<file path="config.mk">
export PLATFORM = sky130hd
export DESIGN_NAME = cart_slot_top
export DESIGN_NICKNAME = d
export VERILOG_FILES = /design/src/common/cart_pkg.sv /design/src/slot_decode.sv /design/src/mapper/mapper_yamaha_sfg.sv /design/src/mapper/mapper_ascii8.sv /design/src/slot_result.sv /design/src/cart_slot_top.sv
export VERILOG_INCLUDE_DIRS = /design/src /design/src/common
export SDC_FILE = /design/constraint.sdc
export NUM_CORES = 1
export LEC_CHECK = 0
export ABC_AREA = 0
export BUFFER_PORTS_ARGS = -buffer_cell sky130_fd_sc_hd__buf_2
export CAP_MARGIN = 20
export CORE_MARGIN = 4
export CORE_UTILIZATION = 36
export CTS_BUF_LIST = sky130_fd_sc_hd__clkbuf_8
export CTS_CLUSTER_DIAMETER = 30
export DETAILED_ROUTE_END_ITERATION = 10
export GPL_ROUTABILITY_DRIVEN = 0
export PLACE_DENSITY_LB_ADDON = 0.3
export SETUP_SLACK_MARGIN = 0.1
export SYNTH_ARGS = -nofsm -noshare
export SYNTH_HDL_FRONTEND = slang
export SYNTH_HIERARCHICAL = 1
export SYNTH_SLANG_ARGS = --single-unit
</file>
<file path="constraint.sdc">
create_clock -name clk -period 2.5 [get_ports clk]
set_input_delay 0.5 -clock clk [delete_from_list [all_inputs] [get_ports clk]]
set_output_delay 0.5 -clock clk [all_outputs]
set_load 0.01 [all_outputs]
</file>
<file path="src/common/cart_macros.svh">
// Width and geometry constants for the cartridge slot mapper.
// Include this wherever a width, the SFG window or ASCII8 page layout is needed.

`ifndef CART_MACROS_SVH
`define CART_MACROS_SVH

// Bus widths
`define CART_MEM_ADDR_W 27
`define CART_CPU_ADDR_W 16
`define CART_DATA_W 8

// Yamaha SFG device register window, repeated in each 16 KB mirror
`define CART_SFG_WIN_BASE 14'h3FF0

// ASCII8 geometry: four 8 KB pages, each with its own bank register
`define CART_ASCII8_BANKS 4
`define CART_ASCII8_PAGE_BITS 13
`define CART_BANK_W 8

// Address driven when no memory access is in progress
`define CART_IDLE_ADDR {`CART_MEM_ADDR_W{1'b1}}

`endif

</file>
<file path="src/common/cart_pkg.sv">
// Shared types for the cartridge slot mapper.
// Modules refer to these by scoped names such as cart_pkg::mem_addr_t.
// Widths come from the macros header so both stay in step.

`default_nettype none

`include "cart_macros.svh"

package cart_pkg;

    // CPU bus address as seen on the slot
    typedef logic [`CART_CPU_ADDR_W-1:0] cpu_addr_t;

    // One data byte, used for CPU and sound device traffic alike
    typedef logic [`CART_DATA_W-1:0] cpu_data_t;

    // Byte address into the external cartridge memory
    typedef logic [`CART_MEM_ADDR_W-1:0] mem_addr_t;

    // ROM size in bytes
    // Always a power of two, so size minus one is the address mask
    typedef logic [`CART_MEM_ADDR_W-1:0] rom_size_t;

    // ASCII8 bank number as written by the CPU
    typedef logic [`CART_BANK_W-1:0] bank_t;

    // Mapper type selected through the configuration port
    // NONE leaves the slot silent: no memory and no device access
    typedef enum logic [1:0] {
        MAPPER_NONE       = 2'd0,
        MAPPER_YAMAHA_SFG = 2'd1,
        MAPPER_ASCII8     = 2'd2
    } mapper_typ_e;

endpackage

`default_nettype wire

</file>
<file path="src/slot_decode.sv">
// Configuration registers and mapper select decoding for the cartridge slot.
// The configuration port loads the mapper type and ROM size on a cfg_we pulse,
// and each CPU mreq is steered to the one mapper matching the stored type.

`timescale 1ns/100ps
`default_nettype none

`include "cart_macros.svh"

module slot_decode (
    input  wire logic                  clk,
    input  wire logic                  arst_n,
    input  wire logic                  cfg_we,
    input  cart_pkg::mapper_typ_e      cfg_typ,
    input  cart_pkg::rom_size_t        cfg_rom_size,
    input  wire logic                  mreq,
    output logic                       sfg_cs,
    output logic                       ascii8_cs,
    output cart_pkg::rom_size_t        rom_size
);

    // Stored configuration
    cart_pkg::mapper_typ_e typ_q;
    cart_pkg::rom_size_t   rom_size_q;

    // A cfg_we pulse takes effect on the following cycle
    always_ff @(posedge clk or negedge arst_n) begin
        if (!arst_n) begin
            typ_q      <= cart_pkg::MAPPER_NONE;
            rom_size_q <= '0;
        end else if (cfg_we) begin
            typ_q      <= cfg_typ;
            rom_size_q <= cfg_rom_size;
        end
    end

    // One select per mapper, qualified by the memory request strobe
    assign sfg_cs    = (typ_q == cart_pkg::MAPPER_YAMAHA_SFG) && mreq;
    assign ascii8_cs = (typ_q == cart_pkg::MAPPER_ASCII8) && mreq;

    // Both mappers see the same ROM size
    assign rom_size = rom_size_q;

    // The result stage relies on at most one mapper being active
    a_cs_onehot0 : assert property (
        @(posedge clk) disable iff (!arst_n)
        !(sfg_cs && ascii8_cs)
    ) else $error("slot_decode: both mapper selects high");

endmodule

`default_nettype wire

</file>
<file path="src/mapper/mapper_yamaha_sfg.sv">
// Yamaha SFG cartridge mapper.
// A plain 16-bit ROM window, except for offsets 3FF0 to 3FF7 of every 16 KB
// mirror, which reach the sound unit registers. Purely combinational; the
// result stage registers everything it produces.

`timescale 1ns/100ps
`default_nettype none

`include "cart_macros.svh"

module mapper_yamaha_sfg (
    input  wire logic                  cs,
    input  wire logic                  rd,
    input  wire logic                  wr,
    input  cart_pkg::cpu_addr_t        addr,
    input  cart_pkg::rom_size_t        rom_size,
    output logic                       rom_cs,
    output cart_pkg::mem_addr_t        rom_addr,
    output logic                       dev_en,
    output logic                       dev_we
);

    localparam logic [13:0] WIN_BASE = `CART_SFG_WIN_BASE;

    // Eight byte register window, matched on the upper offset bits
    logic                  win_hit;
    // Access falls into ROM, before read qualification
    logic                  rom_hit;
    // ROM mask derived from the configured size
    cart_pkg::cpu_addr_t   rom_mask;

    assign win_hit = (addr[13:3] == WIN_BASE[13:3]);

    always_comb begin
        dev_en  = 1'b0;
        dev_we  = 1'b0;
        rom_hit = 1'b0;
        if (cs) begin
            if (win_hit) begin
                case (addr[2:0])
                    // Address and data ports of the sound unit
                    3'd0,
                    3'd1: dev_en = rd || wr;
                    // Control registers accept writes only
                    3'd3,
                    3'd4,
                    3'd5,
                    3'd6: dev_we = wr;
                    // 3FF2 and 3FF7 are unused holes in the window
                    default: ;
                endcase
            end else begin
                rom_hit = 1'b1;
            end
        end
    end

    // ROM is read only, so writes outside the window are dropped
    assign rom_cs = rom_hit && rd;

    // Only the low 16 bits of size matter since the window is 64 KB at most
    assign rom_mask = rom_size[`CART_CPU_ADDR_W-1:0] - `CART_CPU_ADDR_W'd1;

    // Masked CPU address, zero extended, or the idle pattern
    assign rom_addr = rom_cs
                    ? {{(`CART_MEM_ADDR_W-`CART_CPU_ADDR_W){1'b0}}, addr & rom_mask}
                    : `CART_IDLE_ADDR;

    // A single access reaches either the enable or the write strobe
    always_comb begin
        a_dev_excl : assert final (!(dev_en && dev_we))
            else $error("mapper_yamaha_sfg: dev_en and dev_we together");
    end

endmodule

`default_nettype wire

</file>
<file path="src/mapper/mapper_ascii8.sv">
// ASCII8 cartridge mapper.
// Four 8 KB pages at 4000, 6000, 8000 and A000, each with a bank register
// loaded by CPU writes to 6000-7FFF. Reads in 4000-BFFF produce a banked ROM
// address masked to the configured size.

`timescale 1ns/100ps
`default_nettype none

`include "cart_macros.svh"

module mapper_ascii8 (
    input  wire logic                  clk,
    input  wire logic                  arst_n,
    input  wire logic                  cs,
    input  wire logic                  rd,
    input  wire logic                  wr,
    input  cart_pkg::cpu_addr_t        addr,
    input  cart_pkg::cpu_data_t        wdata,
    input  cart_pkg::rom_size_t        rom_size,
    output logic                       rom_cs,
    output cart_pkg::mem_addr_t        rom_addr
);

    localparam int PAGE_BITS = `CART_ASCII8_PAGE_BITS;
    localparam int PAD_BITS  = `CART_MEM_ADDR_W - `CART_BANK_W - PAGE_BITS;

    // Bank registers, index 0 serving the page at 4000
    cart_pkg::bank_t [`CART_ASCII8_BANKS-1:0] banks;

    // Bank write decode
    logic                  bank_we;
    logic [1:0]            bank_wsel;

    // Read decode and page lookup
    logic [2:0]            page_num;
    logic                  page_hit;
    logic [1:0]            page_sel;
    cart_pkg::mem_addr_t   rom_mask;
    cart_pkg::mem_addr_t   banked_addr;

    // Writes to 6000-7FFF, split into four 2 KB register areas
    assign bank_we   = cs && wr && (addr[15:13] == 3'b011);
    assign bank_wsel = addr[12:11];

    always_ff @(posedge clk or negedge arst_n) begin
        if (!arst_n) begin
            banks <= '0;
        end else if (bank_we) begin
            banks[bank_wsel] <= wdata;
        end
    end

    // Pages 2 to 5 of the CPU space are the four switched pages
    assign page_num = addr[15:13];
    assign page_hit = (page_num >= 3'd2) && (page_num <= 3'd5);
    assign page_sel = 2'(page_num - 3'd2);

    // Only reads reach ROM; bank register writes never touch memory
    assign rom_cs = cs && rd && page_hit;

    // Bank number on top of the in-page offset
    assign banked_addr = {{PAD_BITS{1'b0}}, banks[page_sel], addr[PAGE_BITS-1:0]};

    // A ROM smaller than the bank range wraps, as on real cartridges
    assign rom_mask = rom_size - `CART_MEM_ADDR_W'd1;

    assign rom_addr = rom_cs ? (banked_addr & rom_mask) : `CART_IDLE_ADDR;

    // Bank state only moves on a selected CPU write
    a_bank_hold : assert property (
        @(posedge clk) disable iff (!arst_n)
        !(cs && wr) |=> $stable(banks)
    ) else $error("mapper_ascii8: bank changed without a selected write");

endmodule

`default_nettype wire

</file>
<file path="src/slot_result.sv">
// Result stage of the cartridge slot.
// Merges the mapper outputs into one memory or device request, registers it
// for one cycle and returns CPU read data from whichever source was accessed.
// Unselected mappers drive idle values, so no mapper type is tested here.

`timescale 1ns/100ps
`default_nettype none

`include "cart_macros.svh"

module slot_result (
    input  wire logic                  clk,
    input  wire logic                  arst_n,
    input  wire logic                  wr,
    input  cart_pkg::cpu_data_t        wdata,
    input  wire logic                  sfg_rom_cs,
    input  cart_pkg::mem_addr_t        sfg_rom_addr,
    input  wire logic                  sfg_dev_en,
    input  wire logic                  sfg_dev_we,
    input  wire logic                  a8_rom_cs,
    input  cart_pkg::mem_addr_t        a8_rom_addr,
    input  cart_pkg::cpu_data_t        mem_rdata,
    input  cart_pkg::cpu_data_t        dev_rdata,
    output logic                       mem_cs,
    output logic                       mem_rnw,
    output cart_pkg::mem_addr_t        mem_addr,
    output logic                       dev_en,
    output logic                       dev_we,
    output cart_pkg::cpu_data_t        dev_wdata,
    output cart_pkg::cpu_data_t        rdata
);

    // Merged request before the register
    logic                  mem_cs_d;
    cart_pkg::mem_addr_t   mem_addr_d;
    logic                  dev_rd_d;

    // Registered device read flag, steers rdata
    logic                  dev_rd_q;

    // At most one mapper is selected, so an OR merges the selects
    assign mem_cs_d = sfg_rom_cs || a8_rom_cs;

    // Address from the mapper that owns the access
    always_comb begin
        if (sfg_rom_cs) begin
            mem_addr_d = sfg_rom_addr;
        end else if (a8_rom_cs) begin
            mem_addr_d = a8_rom_addr;
        end else begin
            mem_addr_d = `CART_IDLE_ADDR;
        end
    end

    // Device read: enable raised by a read rather than a write
    assign dev_rd_d = sfg_dev_en && !wr;

    // Request register, one cycle after the CPU strobes are sampled
    always_ff @(posedge clk or negedge arst_n) begin
        if (!arst_n) begin
            mem_cs   <= 1'b0;
            mem_addr <= `CART_IDLE_ADDR;
            dev_en   <= 1'b0;
            dev_we   <= 1'b0;
            dev_rd_q <= 1'b0;
        end else begin
            mem_cs   <= mem_cs_d;
            mem_addr <= mem_addr_d;
            dev_en   <= sfg_dev_en;
            dev_we   <= sfg_dev_we;
            dev_rd_q <= dev_rd_d;
        end
    end

    // Write data follows the strobes and only matters while dev_we is high
    always_ff @(posedge clk) begin
        dev_wdata <= wdata;
    end

    // Cartridge memory is ROM, every memory request is a read
    assign mem_rnw = 1'b1;

    // Device data first, then ROM data, otherwise an open bus
    always_comb begin
        if (dev_rd_q) begin
            rdata = dev_rdata;
        end else if (mem_cs) begin
            rdata = mem_rdata;
        end else begin
            rdata = '1;
        end
    end

    // Memory and device requests come from disjoint address decodes
    a_req_excl : assert property (
        @(posedge clk) disable iff (!arst_n)
        !(mem_cs && dev_en)
    ) else $error("slot_result: mem_cs and dev_en together");

endmodule

`default_nettype wire

</file>
<file path="src/cart_slot_top.sv">
// Top level of the cartridge slot mapper.
// Connects configuration decode, the SFG and ASCII8 mappers and the result
// stage. CPU strobes are sampled each clock; requests leave one cycle later.

`timescale 1ns/100ps
`default_nettype none

`include "cart_macros.svh"

module cart_slot_top (
    input  wire logic                  clk,
    input  wire logic                  arst_n,
    // Configuration port
    input  wire logic                  cfg_we,
    input  cart_pkg::mapper_typ_e      cfg_typ,
    input  cart_pkg::rom_size_t        cfg_rom_size,
    // CPU bus
    input  wire logic                  mreq,
    input  wire logic                  rd,
    input  wire logic                  wr,
    input  cart_pkg::cpu_addr_t        addr,
    input  cart_pkg::cpu_data_t        wdata,
    output cart_pkg::cpu_data_t        rdata,
    // Cartridge memory
    output logic                       mem_cs,
    output logic                       mem_rnw,
    output cart_pkg::mem_addr_t        mem_addr,
    input  cart_pkg::cpu_data_t        mem_rdata,
    // Sound unit device bus
    output logic                       dev_en,
    output logic                       dev_we,
    output cart_pkg::cpu_data_t        dev_wdata,
    input  cart_pkg::cpu_data_t        dev_rdata
);

    // Decode to mappers
    logic                  sfg_cs;
    logic                  ascii8_cs;
    cart_pkg::rom_size_t   rom_size;

    // Mappers to result
    logic                  sfg_rom_cs;
    cart_pkg::mem_addr_t   sfg_rom_addr;
    logic                  sfg_dev_en;
    logic                  sfg_dev_we;
    logic                  a8_rom_cs;
    cart_pkg::mem_addr_t   a8_rom_addr;

    slot_decode decode_i (
        .clk          (clk),
        .arst_n       (arst_n),
        .cfg_we       (cfg_we),
        .cfg_typ      (cfg_typ),
        .cfg_rom_size (cfg_rom_size),
        .mreq         (mreq),
        .sfg_cs       (sfg_cs),
        .ascii8_cs    (ascii8_cs),
        .rom_size     (rom_size)
    );

    mapper_yamaha_sfg sfg_i (
        .cs       (sfg_cs),
        .rd       (rd),
        .wr       (wr),
        .addr     (addr),
        .rom_size (rom_size),
        .rom_cs   (sfg_rom_cs),
        .rom_addr (sfg_rom_addr),
        .dev_en   (sfg_dev_en),
        .dev_we   (sfg_dev_we)
    );

    mapper_ascii8 ascii8_i (
        .clk      (clk),
        .arst_n   (arst_n),
        .cs       (ascii8_cs),
        .rd       (rd),
        .wr       (wr),
        .addr     (addr),
        .wdata    (wdata),
        .rom_size (rom_size),
        .rom_cs   (a8_rom_cs),
        .rom_addr (a8_rom_addr)
    );

    slot_result result_i (
        .clk          (clk),
        .arst_n       (arst_n),
        .wr           (wr),
        .wdata        (wdata),
        .sfg_rom_cs   (sfg_rom_cs),
        .sfg_rom_addr (sfg_rom_addr),
        .sfg_dev_en   (sfg_dev_en),
        .sfg_dev_we   (sfg_dev_we),
        .a8_rom_cs    (a8_rom_cs),
        .a8_rom_addr  (a8_rom_addr),
        .mem_rdata    (mem_rdata),
        .dev_rdata    (dev_rdata),
        .mem_cs       (mem_cs),
        .mem_rnw      (mem_rnw),
        .mem_addr     (mem_addr),
        .dev_en       (dev_en),
        .dev_we       (dev_we),
        .dev_wdata    (dev_wdata),
        .rdata        (rdata)
    );

endmodule

`default_nettype wire

</file>
==> flow_metrics.env, run 1 <==
export IMPL_die_h_um=129
export IMPL_max_freq_mhz=452
export IMPL_dp_slack_ns=0.310
export IMPL_stdcell_count=724
export IMPL_setup_worst_path_start_class="register"
export IMPL_drt_wl_total_mm=12.3
export IMPL_clock_skew_ns=0.00965
export IMPL_viasPerCell=5.02
export IMPL_placed_cells=708
export IMPL_cts_resized=0
export IMPL_clockRootBuffer="clkbuf_8"
export IMPL_synth_area_um2=5240
export IMPL_numCtsBuffers=9
export IMPL_grt_pass1_wl_mm=19.7
export IMPL_path_max_fanout=10
export IMPL_drt_iter0_drc=160
export IMPL_overflow=0
export IMPL_holdBufCountCts=0
export IMPL_path_buf_inv=1
export IMPL_clock_latency_ns=0.38
export IMPL_rr_startpoint="decode_i/rom_size[0]$_DFFE_PN0P_"
export IMPL_worstPathArrival_ns=1.71
export IMPL_tightestPinTransition_ns=0.659
export IMPL_powerDensity_nw_per_um2=513
export IMPL_cts_buffer_depth=2
export IMPL_timing_final_crit_share=0.884
export IMPL_coreArea_um2=14100
export IMPL_cp_depth=3
export IMPL_dp_hpwl_mm=9.06
export IMPL_h_tree_depth=3
export IMPL_cts_reportedPaths_clkPinSlew_ns=0.09
export IMPL_portBuffers=114
export IMPL_finalMaxSlewViolations=0
export IMPL_rsz0062_at_grt="no"
export IMPL_num_rows=43
export IMPL_critPathSlowestCell="dfrtp_1"
export IMPL_route_detailed_drc=0
export IMPL_power_leakage_nw=2.88
export IMPL_reg2reg_depth=8
export IMPL_final_nets=616
export IMPL_avgSynthCellArea_um2=12.1
export IMPL_wl_per_cell_um=16.9
export IMPL_syn_to_final_growth_pct=15.4
export IMPL_critical_path_top_delay_family="flip-flops"
export IMPL_pin_count=122
export IMPL_startpoint="result_i/dev_rd_q$_DFF_PN0_"
export IMPL_die_area_um2=16600
export IMPL_drtAntennaViolNets=0
export IMPL_antenna_found_initial=1
export IMPL_run_status="complete, no violations"
export IMPL_vdd_drop_max_v=0.000235
export IMPL_diodes=0
export IMPL_synthesis_nets=510
export IMPL_hold_path_class="in2async"
export IMPL_setup_ws_ns=0.289
export IMPL_vias=3638
export IMPL_grt_pass1_vias=3874
export IMPL_cts_sinks=94
export IMPL_maxCapViolCount=0
export IMPL_cts_tree="built"
export IMPL_n_fill_cell=1386
export IMPL_critical_path_class="reg2out"
export IMPL_critical_path_required_ns=2.00
export IMPL_cts_setup_buffers=0
export IMPL_drive_above_1_share=0.506
export IMPL_netlist_instances=433
export IMPL_max_slew_margin=0.561
export IMPL_finalSetupViolCount=0
export IMPL_grt_usage=0.154
export IMPL_layout_min_cycle_time_ns=2.21
export IMPL_grt_max_degree=54
export IMPL_critical_path_cell_chain="nand2b_1, a2bb2oi_2, buf_2"
export IMPL_cp_end_kind="output port"
export IMPL_critPathMaxStageDelay_ns=0.61
export IMPL_first_pass_iters=4
export IMPL_start_util=0.372
export IMPL_finalSetupTns_ns=0
export IMPL_die_w_um=129
export IMPL_yosys_warnings=6
export IMPL_finalHoldViolations=0
-- cell usage in the layout (no fill, tap or decap), drive strengths merged, types with 2 or more instances in the layout --
master	n
buf	129
dfrtp	59
mux2	55
inv	48
a2bb2oi	33
nand2	29
dfstp	27
a21o	24
xor2	21
nor2	14
clkbuf	10
xnor2	9
mux4	8
dfxtp	8
nor3	8
nor4	8
o21ai	6
nor3b	5
nand3	4
nand4	4
or4	4
a21oi	3
nand2b	3
nor2b	2
nand3b	2
ha	2
clkinvlp	2
and3b	2
or3	2
or2	2
nor4b	2
-- metal layers --
layer  wire length [um]  GRT usage  up-vias
met3                693     0.0349       20
met4                206     0.0593        2
met2               6010      0.266       90
li1                   -          -     1706
met5                  7          0        -
met1               5340      0.187     1820
-- final cells by class --
class	count	area [um2]	area share
multi-input combinational	261	2430	0.402
sequential	94	2350	0.388
timing repair buffer	129	698	0.115
tap	180	225	0.0372
inverter	44	165	0.0273
clock buffer	10	138	0.0228
clock inverter	6	45.0	0.00745
-- where the power goes --
group          total (W)  switching, W  internal (W)
Clock           0.000960      0.000564      0.000396
Sequential       0.00168     0.0000862       0.00160
Combinational   0.000460      0.000226      0.000234
-- flip-flops by register name, summed over array words and instances, names as in the netlist --
| signal | cells |
|---|---|
| decode_i/typ_q | 2 |
| result_i/dev_wdata | 8 |
| result_i/dev_en | 1 |
| decode_i/rom_size | 21 |
| result_i/mem_addr | 27 |
| result_i/dev_rd_q | 1 |
| ascii8_i/banks | 32 |
| result_i/mem_cs | 1 |
| result_i/dev_we | 1 |
-- worst paths after layout --
path	end	slack, ns
worst max-delay path	rdata[0]	0.29
worst min-delay path	result_i/mem_cs$_DFF_PN0_	0.08
worst max register to register	result_i/mem_addr[16]$_DFF_PN1_	0.32
min in group clk	result_i/dev_wdata[5]$_DFF_P_	0.27
max in group asynchronous	result_i/mem_addr[11]$_DFF_PN1_	1.74
worst min register to register	ascii8_i/banks[25]$_DFFE_PN0P_	0.51
-- per-stage QoR --
stage               instance area, um2   util  total power [W]  hold slack [ns]
finish                            6050  0.429          0.00310           0.0818
global route                      6050  0.429          0.00327            0.104
CTS                               6050  0.429          0.00315           0.0761
detailed placement                5870  0.416          0.00218            0.491
global placement                  5870  0.416          0.00216            0.482
floorplan                         5240      -          0.00200            0.204
Power figures use the tool's default switching activity.
==> run 2: changes to the inputs <==
--- a/config.mk
+++ b/config.mk
@@ -9,3 +9,2 @@
 export ABC_AREA = 0
-export BUFFER_PORTS_ARGS = -buffer_cell sky130_fd_sc_hd__buf_2
 export CAP_MARGIN = 20
@@ -16,5 +15,5 @@
 export DETAILED_ROUTE_END_ITERATION = 10
+export DONT_BUFFER_PORTS = 1
 export GPL_ROUTABILITY_DRIVEN = 0
 export PLACE_DENSITY_LB_ADDON = 0.3
-export SETUP_SLACK_MARGIN = 0.1
 export SYNTH_ARGS = -nofsm -noshare
--- a/constraint.sdc
+++ b/constraint.sdc
@@ -3,2 +3,2 @@
 set_output_delay 0.5 -clock clk [all_outputs]
-set_load 0.01 [all_outputs]
+set_load 0.1 [all_outputs]
==> flow_metrics.env, run 2 (same netlist as run 1, synthesis figures left out) <==
export IMPL_cts_setup_buffers=0
export IMPL_max_freq_mhz=458
export IMPL_finalSetupTns_ns=0
export IMPL_h_tree_depth=3
export IMPL_p_comb_frac=0.146
export IMPL_max_slew_margin=0.412
export IMPL_drtAntennaViolNets=0
export IMPL_layout_commonest_cell="dfrtp_1"
export IMPL_path_max_fanout=10
export IMPL_coreArea_um2=14100
export IMPL_largest_register_ffs=32
export IMPL_timing_rr_end="result_i/mem_addr[11]$_DFF_PN1_"
export IMPL_setup_worst_path_end="rdata[6]"
export IMPL_tightestPinTransition_ns=0.883
export IMPL_cts_tree="built"
export IMPL_cp_end_kind="output port"
export IMPL_finalHoldViolations=1
export IMPL_dp_hpwl_mm=8.80
export IMPL_whs_ns=-0.000389
export IMPL_setup_ws_ns=0.315
export IMPL_top_register="ascii8_i/banks"
export IMPL_worstPathArrival_ns=1.68
export IMPL_die_w_um=129
export IMPL_p_sw_frac=0.306
export IMPL_wl_per_cell_um=19.2
export IMPL_start_util=0.372
export IMPL_cts_sinks=94
export IMPL_startpoint="result_i/dev_rd_q$_DFF_PN0_"
export IMPL_r2r_slack_ns=0.38
export IMPL_drt_wl_total_mm=12.0
export IMPL_run_status="finished, violations left"
export IMPL_finalMaxSlewViolations=0
export IMPL_first_pass_iters=4
export IMPL_clock_skew_ns=0.0136
export IMPL_die_h_um=129
export IMPL_holdBufCountCts=1
export IMPL_critPathSlowestCell="nand2b_1"
export IMPL_postLayoutCellArea_um2=5670
export IMPL_violations="hold timing"
export IMPL_drt_iter0_drc=128
export IMPL_clock_latency_ns=0.38
export IMPL_cts_resized=0
export IMPL_timing_final_crit_share=0.874
export IMPL_cp_depth=4
export IMPL_grt_busiest_layer="met2"
export IMPL_viasPerCell=5.19
export IMPL_drive_above_1_share=0.396
export IMPL_setup_worst_path_start_class="register"
export IMPL_met2_usage=0.250
export IMPL_vdd_drop_max_v=0.000262
export IMPL_overflow=0
export IMPL_grt_max_degree=87
export IMPL_power_internal_w=0.00219
export IMPL_pwr_share_clk=0.313
export IMPL_critical_path_class="reg2out"
export IMPL_grt_pass1_vias=3466
export IMPL_hold_path_class="in2async"
export IMPL_critical_path_top_delay_family="simple AND/OR/NAND/NOR gates"
export IMPL_critPathMaxStageDelay_ns=0.38
export IMPL_syn_to_final_growth_pct=8.19
export IMPL_grt_usage=0.152
export IMPL_die_area_um2=16600
export IMPL_rsz0062_at_grt="no"
export IMPL_critical_path_cell_chain="buf_4, nand2b_1, a2bb2oi_2, buf_12"
export IMPL_maxCapViolCount=0
export IMPL_cts_reportedPaths_clkPinSlew_ns=0.10
export IMPL_antenna_found_initial=1
export IMPL_grt_pass1_wl_mm=19.1
export IMPL_portBuffers=0
export IMPL_power_leakage_nw=2.59
export IMPL_rr_startpoint="decode_i/rom_size[0]$_DFFE_PN0P_"
export IMPL_reg2reg_depth=6
export IMPL_final_cell_mix="dfrtp_1 (59), mux2_2 (47), inv_1 (44), nand2_1 (29)"
export IMPL_seqPwrFrac=0.541
export IMPL_gr_usage_met3=0.0523
export IMPL_critical_path_required_ns=2.00
export IMPL_powerDensity_nw_per_um2=557
export IMPL_numCtsBuffers=9
export IMPL_pin_count=122
export IMPL_power_switching_w=0.000967
export IMPL_clockRootBuffer="clkbuf_8"
export IMPL_gr_usage_met1=0.182
export IMPL_finalSetupViolCount=0
export IMPL_route_detailed_drc=0
export IMPL_layout_min_cycle_time_ns=2.18
export IMPL_final_nets=514
export IMPL_vias=3237
export IMPL_dp_slack_ns=0.288
export IMPL_path_buf_inv=2
export IMPL_dpl_cell_area_um2=5450
export IMPL_num_rows=43
export IMPL_cts_buffer_depth=2
-- run 2: cell types whose count changed in the layout (fill, tap and decap cells not counted), sizes merged --
cell	change
clkinv	+1
diode	+2
buf	-102
clkbuf	-1
inv	+1
clkinvlp	-1
-- run 2: power groups by stage --
stage          clock network [W]  logic, W  registers, W
6_report                0.000989  0.000460       0.00171
5_1_grt                  0.00109  0.000501       0.00172
4_1_cts                  0.00103  0.000466       0.00171
3_5_place_dp                   0  0.000432       0.00174
3_3_place_gp                   0  0.000424       0.00173
2_1_floorplan                  0  0.000334       0.00177
-- run 2: layer usage --
layer,up-vias,routed length (um)
li1,1503,-
met1,1614,4910
met2,98,5800
met3,20,1040
met4,2,233
met5,-,13
-- run 2: per-stage QoR --
step	power, W	instances	hold slack [ns]	util
6_report	0.00316	624	-0.000389	0.402
5_1_grt	0.00332	622	0.0167	0.402
4_1_cts	0.00321	622	0.0128	0.402
3_5_place_dp	0.00217	605	0.209	0.387
3_3_place_gp	0.00216	605	0.209	0.387
2_1_floorplan	0.00210	433	0.204	-
-- run 2: layout make-up --
type | count | area (um2)
Timing Repair Buffer | 27 | 310
Tap cell | 180 | 225
Antenna cell | 2 | 5.00
Fill cell | 1367 | 8420
Sequential cell | 94 | 2350
Multi-Input combinational cell | 261 | 2430
Clock inverter | 7 | 61.3
Inverter | 44 | 165
Clock buffer | 9 | 124
-- run 2: worst min-delay path by stage --
stage | cells past startpoint | endpoint
global placement | 0 | result_i/mem_cs$_DFF_PN0_
detailed placement | 0 | decode_i/rom_size[18]$_DFFE_PN0P_
global route | 1 | decode_i/rom_size[18]$_DFFE_PN0P_
finish | 1 | decode_i/rom_size[18]$_DFFE_PN0P_
CTS | 1 | ascii8_i/banks[28]$_DFFE_PN0P_
floorplan | 0 | ascii8_i/banks[0]$_DFFE_PN0P_
==> run 3: changes to the inputs <==
GPL_TIMING_DRIVEN = 0   (was unset)
==> flow_metrics.env, run 3 (same netlist as run 1, synthesis figures left out) <==
export IMPL_largest_register_ffs=32
export IMPL_timing_final_crit_share=0.962
export IMPL_viasPerCell=5.08
export IMPL_drt_wl_total_mm=11.9
export IMPL_rr_startpoint="decode_i/rom_size[2]$_DFFE_PN0P_"
export IMPL_whs_ns=0.0162
export IMPL_coreArea_um2=14100
export IMPL_h_tree_depth=3
export IMPL_stdcell_count=632
export IMPL_num_rows=43
export IMPL_placed_cells=613
export IMPL_max_slew_margin=0.359
export IMPL_clockRootBuffer="clkbuf_8"
export IMPL_numCtsBuffers=9
export IMPL_syn_to_final_growth_pct=10.5
export IMPL_power_leakage_nw=2.63
export IMPL_grt_pass1_vias=3451
export IMPL_final_nets=523
export IMPL_clock_latency_ns=0.38
export IMPL_finalSetupViolCount=0
export IMPL_pin_count=122
export IMPL_totalPowerFinal_w=0.00316
export IMPL_cts_buffer_depth=2
export IMPL_cts_reportedPaths_clkPinSlew_ns=0.10
export IMPL_start_util=0.372
export IMPL_final_cell_mix="dfrtp_1 (58), mux2_2 (47), inv_1 (45), nand2_1 (29), dfstp_2 (27)"
export IMPL_max_freq_mhz=416
export IMPL_grt_pass1_wl_mm=18.8
export IMPL_drt_iter0_drc=160
export IMPL_die_area_um2=16600
export IMPL_grt_max_degree=87
export IMPL_hold_path_class="in2async"
export IMPL_maxCapViolCount=0
export IMPL_cts_tree="built"
export IMPL_layout_min_cycle_time_ns=2.40
export IMPL_reg2reg_depth=6
export IMPL_drtAntennaViolNets=0
export IMPL_critical_path_class="reg2reg"
export IMPL_layout_commonest_cell="dfrtp_1"
export IMPL_grt_usage=0.148
export IMPL_cts_setup_buffers=0
export IMPL_dp_hpwl_mm=8.84
export IMPL_vdd_drop_max_v=0.000204
export IMPL_vias=3208
export IMPL_portBuffers=0
export IMPL_worstPathArrival_ns=2.71
export IMPL_critical_path_required_ns=2.81
export IMPL_finalMaxSlewViolations=0
export IMPL_die_w_um=129
export IMPL_cts_sinks=94
export IMPL_r2r_slack_ns=0.1
export IMPL_die_h_um=129
export IMPL_tightestPinTransition_ns=0.960
export IMPL_overflow=0
export IMPL_antenna_found_initial=2
export IMPL_top_register="ascii8_i/banks"
export IMPL_cp_end_kind="register"
export IMPL_first_pass_iters=4
export IMPL_setup_worst_path_start_class="register"
export IMPL_route_detailed_drc=0
export IMPL_path_max_fanout=10
export IMPL_powerDensity_nw_per_um2=545
export IMPL_wl_per_cell_um=18.9
export IMPL_finalHoldViolations=0
export IMPL_clock_skew_ns=0.00892
export IMPL_drive_above_1_share=0.404
export IMPL_run_status="complete, no violations"
export IMPL_timing_rr_end="result_i/mem_addr[15]$_DFF_PN1_"
export IMPL_rsz0062_at_grt="no"
## run 3: worst max-delay path by stage
stage / startpoint / endpoint
floorplan: result_i/mem_cs$_DFF_PN0_ / rdata[0]
global placement: addr[3] / result_i/mem_addr[26]$_DFF_PN1_
detailed placement: addr[3] / result_i/mem_addr[17]$_DFF_PN1_
CTS: decode_i/rom_size[0]$_DFFE_PN0P_ / result_i/mem_addr[14]$_DFF_PN1_
global route: decode_i/typ_q[1]$_DFFE_PN0P_ / result_i/mem_addr[9]$_DFF_PN1_
finish: decode_i/rom_size[2]$_DFFE_PN0P_ / result_i/mem_addr[15]$_DFF_PN1_
## run 3: layout make-up
| class | count | area (um2) |
|---|---|---|
| antenna | 1 | 2.50 |
| buffer | 34 | 307 |
| clock inverter | 7 | 57.6 |
| tap | 180 | 225 |
| inverter | 44 | 165 |
| fill | 1344 | 8300 |
| clock buffer | 9 | 124 |
| sequential | 94 | 2350 |
| timing repair buffer | 2 | 32.5 |
| multi-input combinational | 261 | 2530 |
## run 3: through the flow
| step | utilization | worst slack (ns) | cell area [um2] | setup TNS, ns |
|---|---|---|---|---|
| 2_1_floorplan | - | 0.0447 | 5250 | 0 |
| 3_3_place_gp | 0.388 | -0.223 | 5470 | -3.28 |
| 3_5_place_dp | 0.388 | -0.238 | 5470 | -3.44 |
| 4_1_cts | 0.409 | 0.00276 | 5770 | 0 |
| 5_1_grt | 0.411 | 0.00210 | 5790 | 0 |
| 6_report | 0.411 | 0.0962 | 5790 | 0 |
## run 3: per-layer routing
layer  share of wire  wire, um  GRT usage
met1            0.42      5040      0.178
met2            0.48      5730      0.245
met3           0.080       954     0.0506
met4           0.017       208     0.0556
met5          0.0011        13          0
## run 3: critical path, cell delays in order (launching register included)
cell and delay, ns:
dfrtp_1 0.52, nor4_1 0.70, nand4_1 0.36, nor3_1 0.26, xor2_1 0.16, a21o_1 0.15
a2bb2oi_2 0.17
## run 3: repair_timing
action                                  4_1_cts  5_1_grt
endpoints found under the hold margin        86        0
hold buffers                                  1        0
pin swaps                                     1        2
endpoints found under the setup margin        8        8
gates resized for setup                       9        4
## run 3: where the power goes
group / leakage, nW / switching [W] / internal (W)
sequential: 1.12 / 0.000173 / 0.00160
clock: 0.0935 / 0.000585 / 0.000375
combinational: 1.42 / 0.000212 / 0.000216
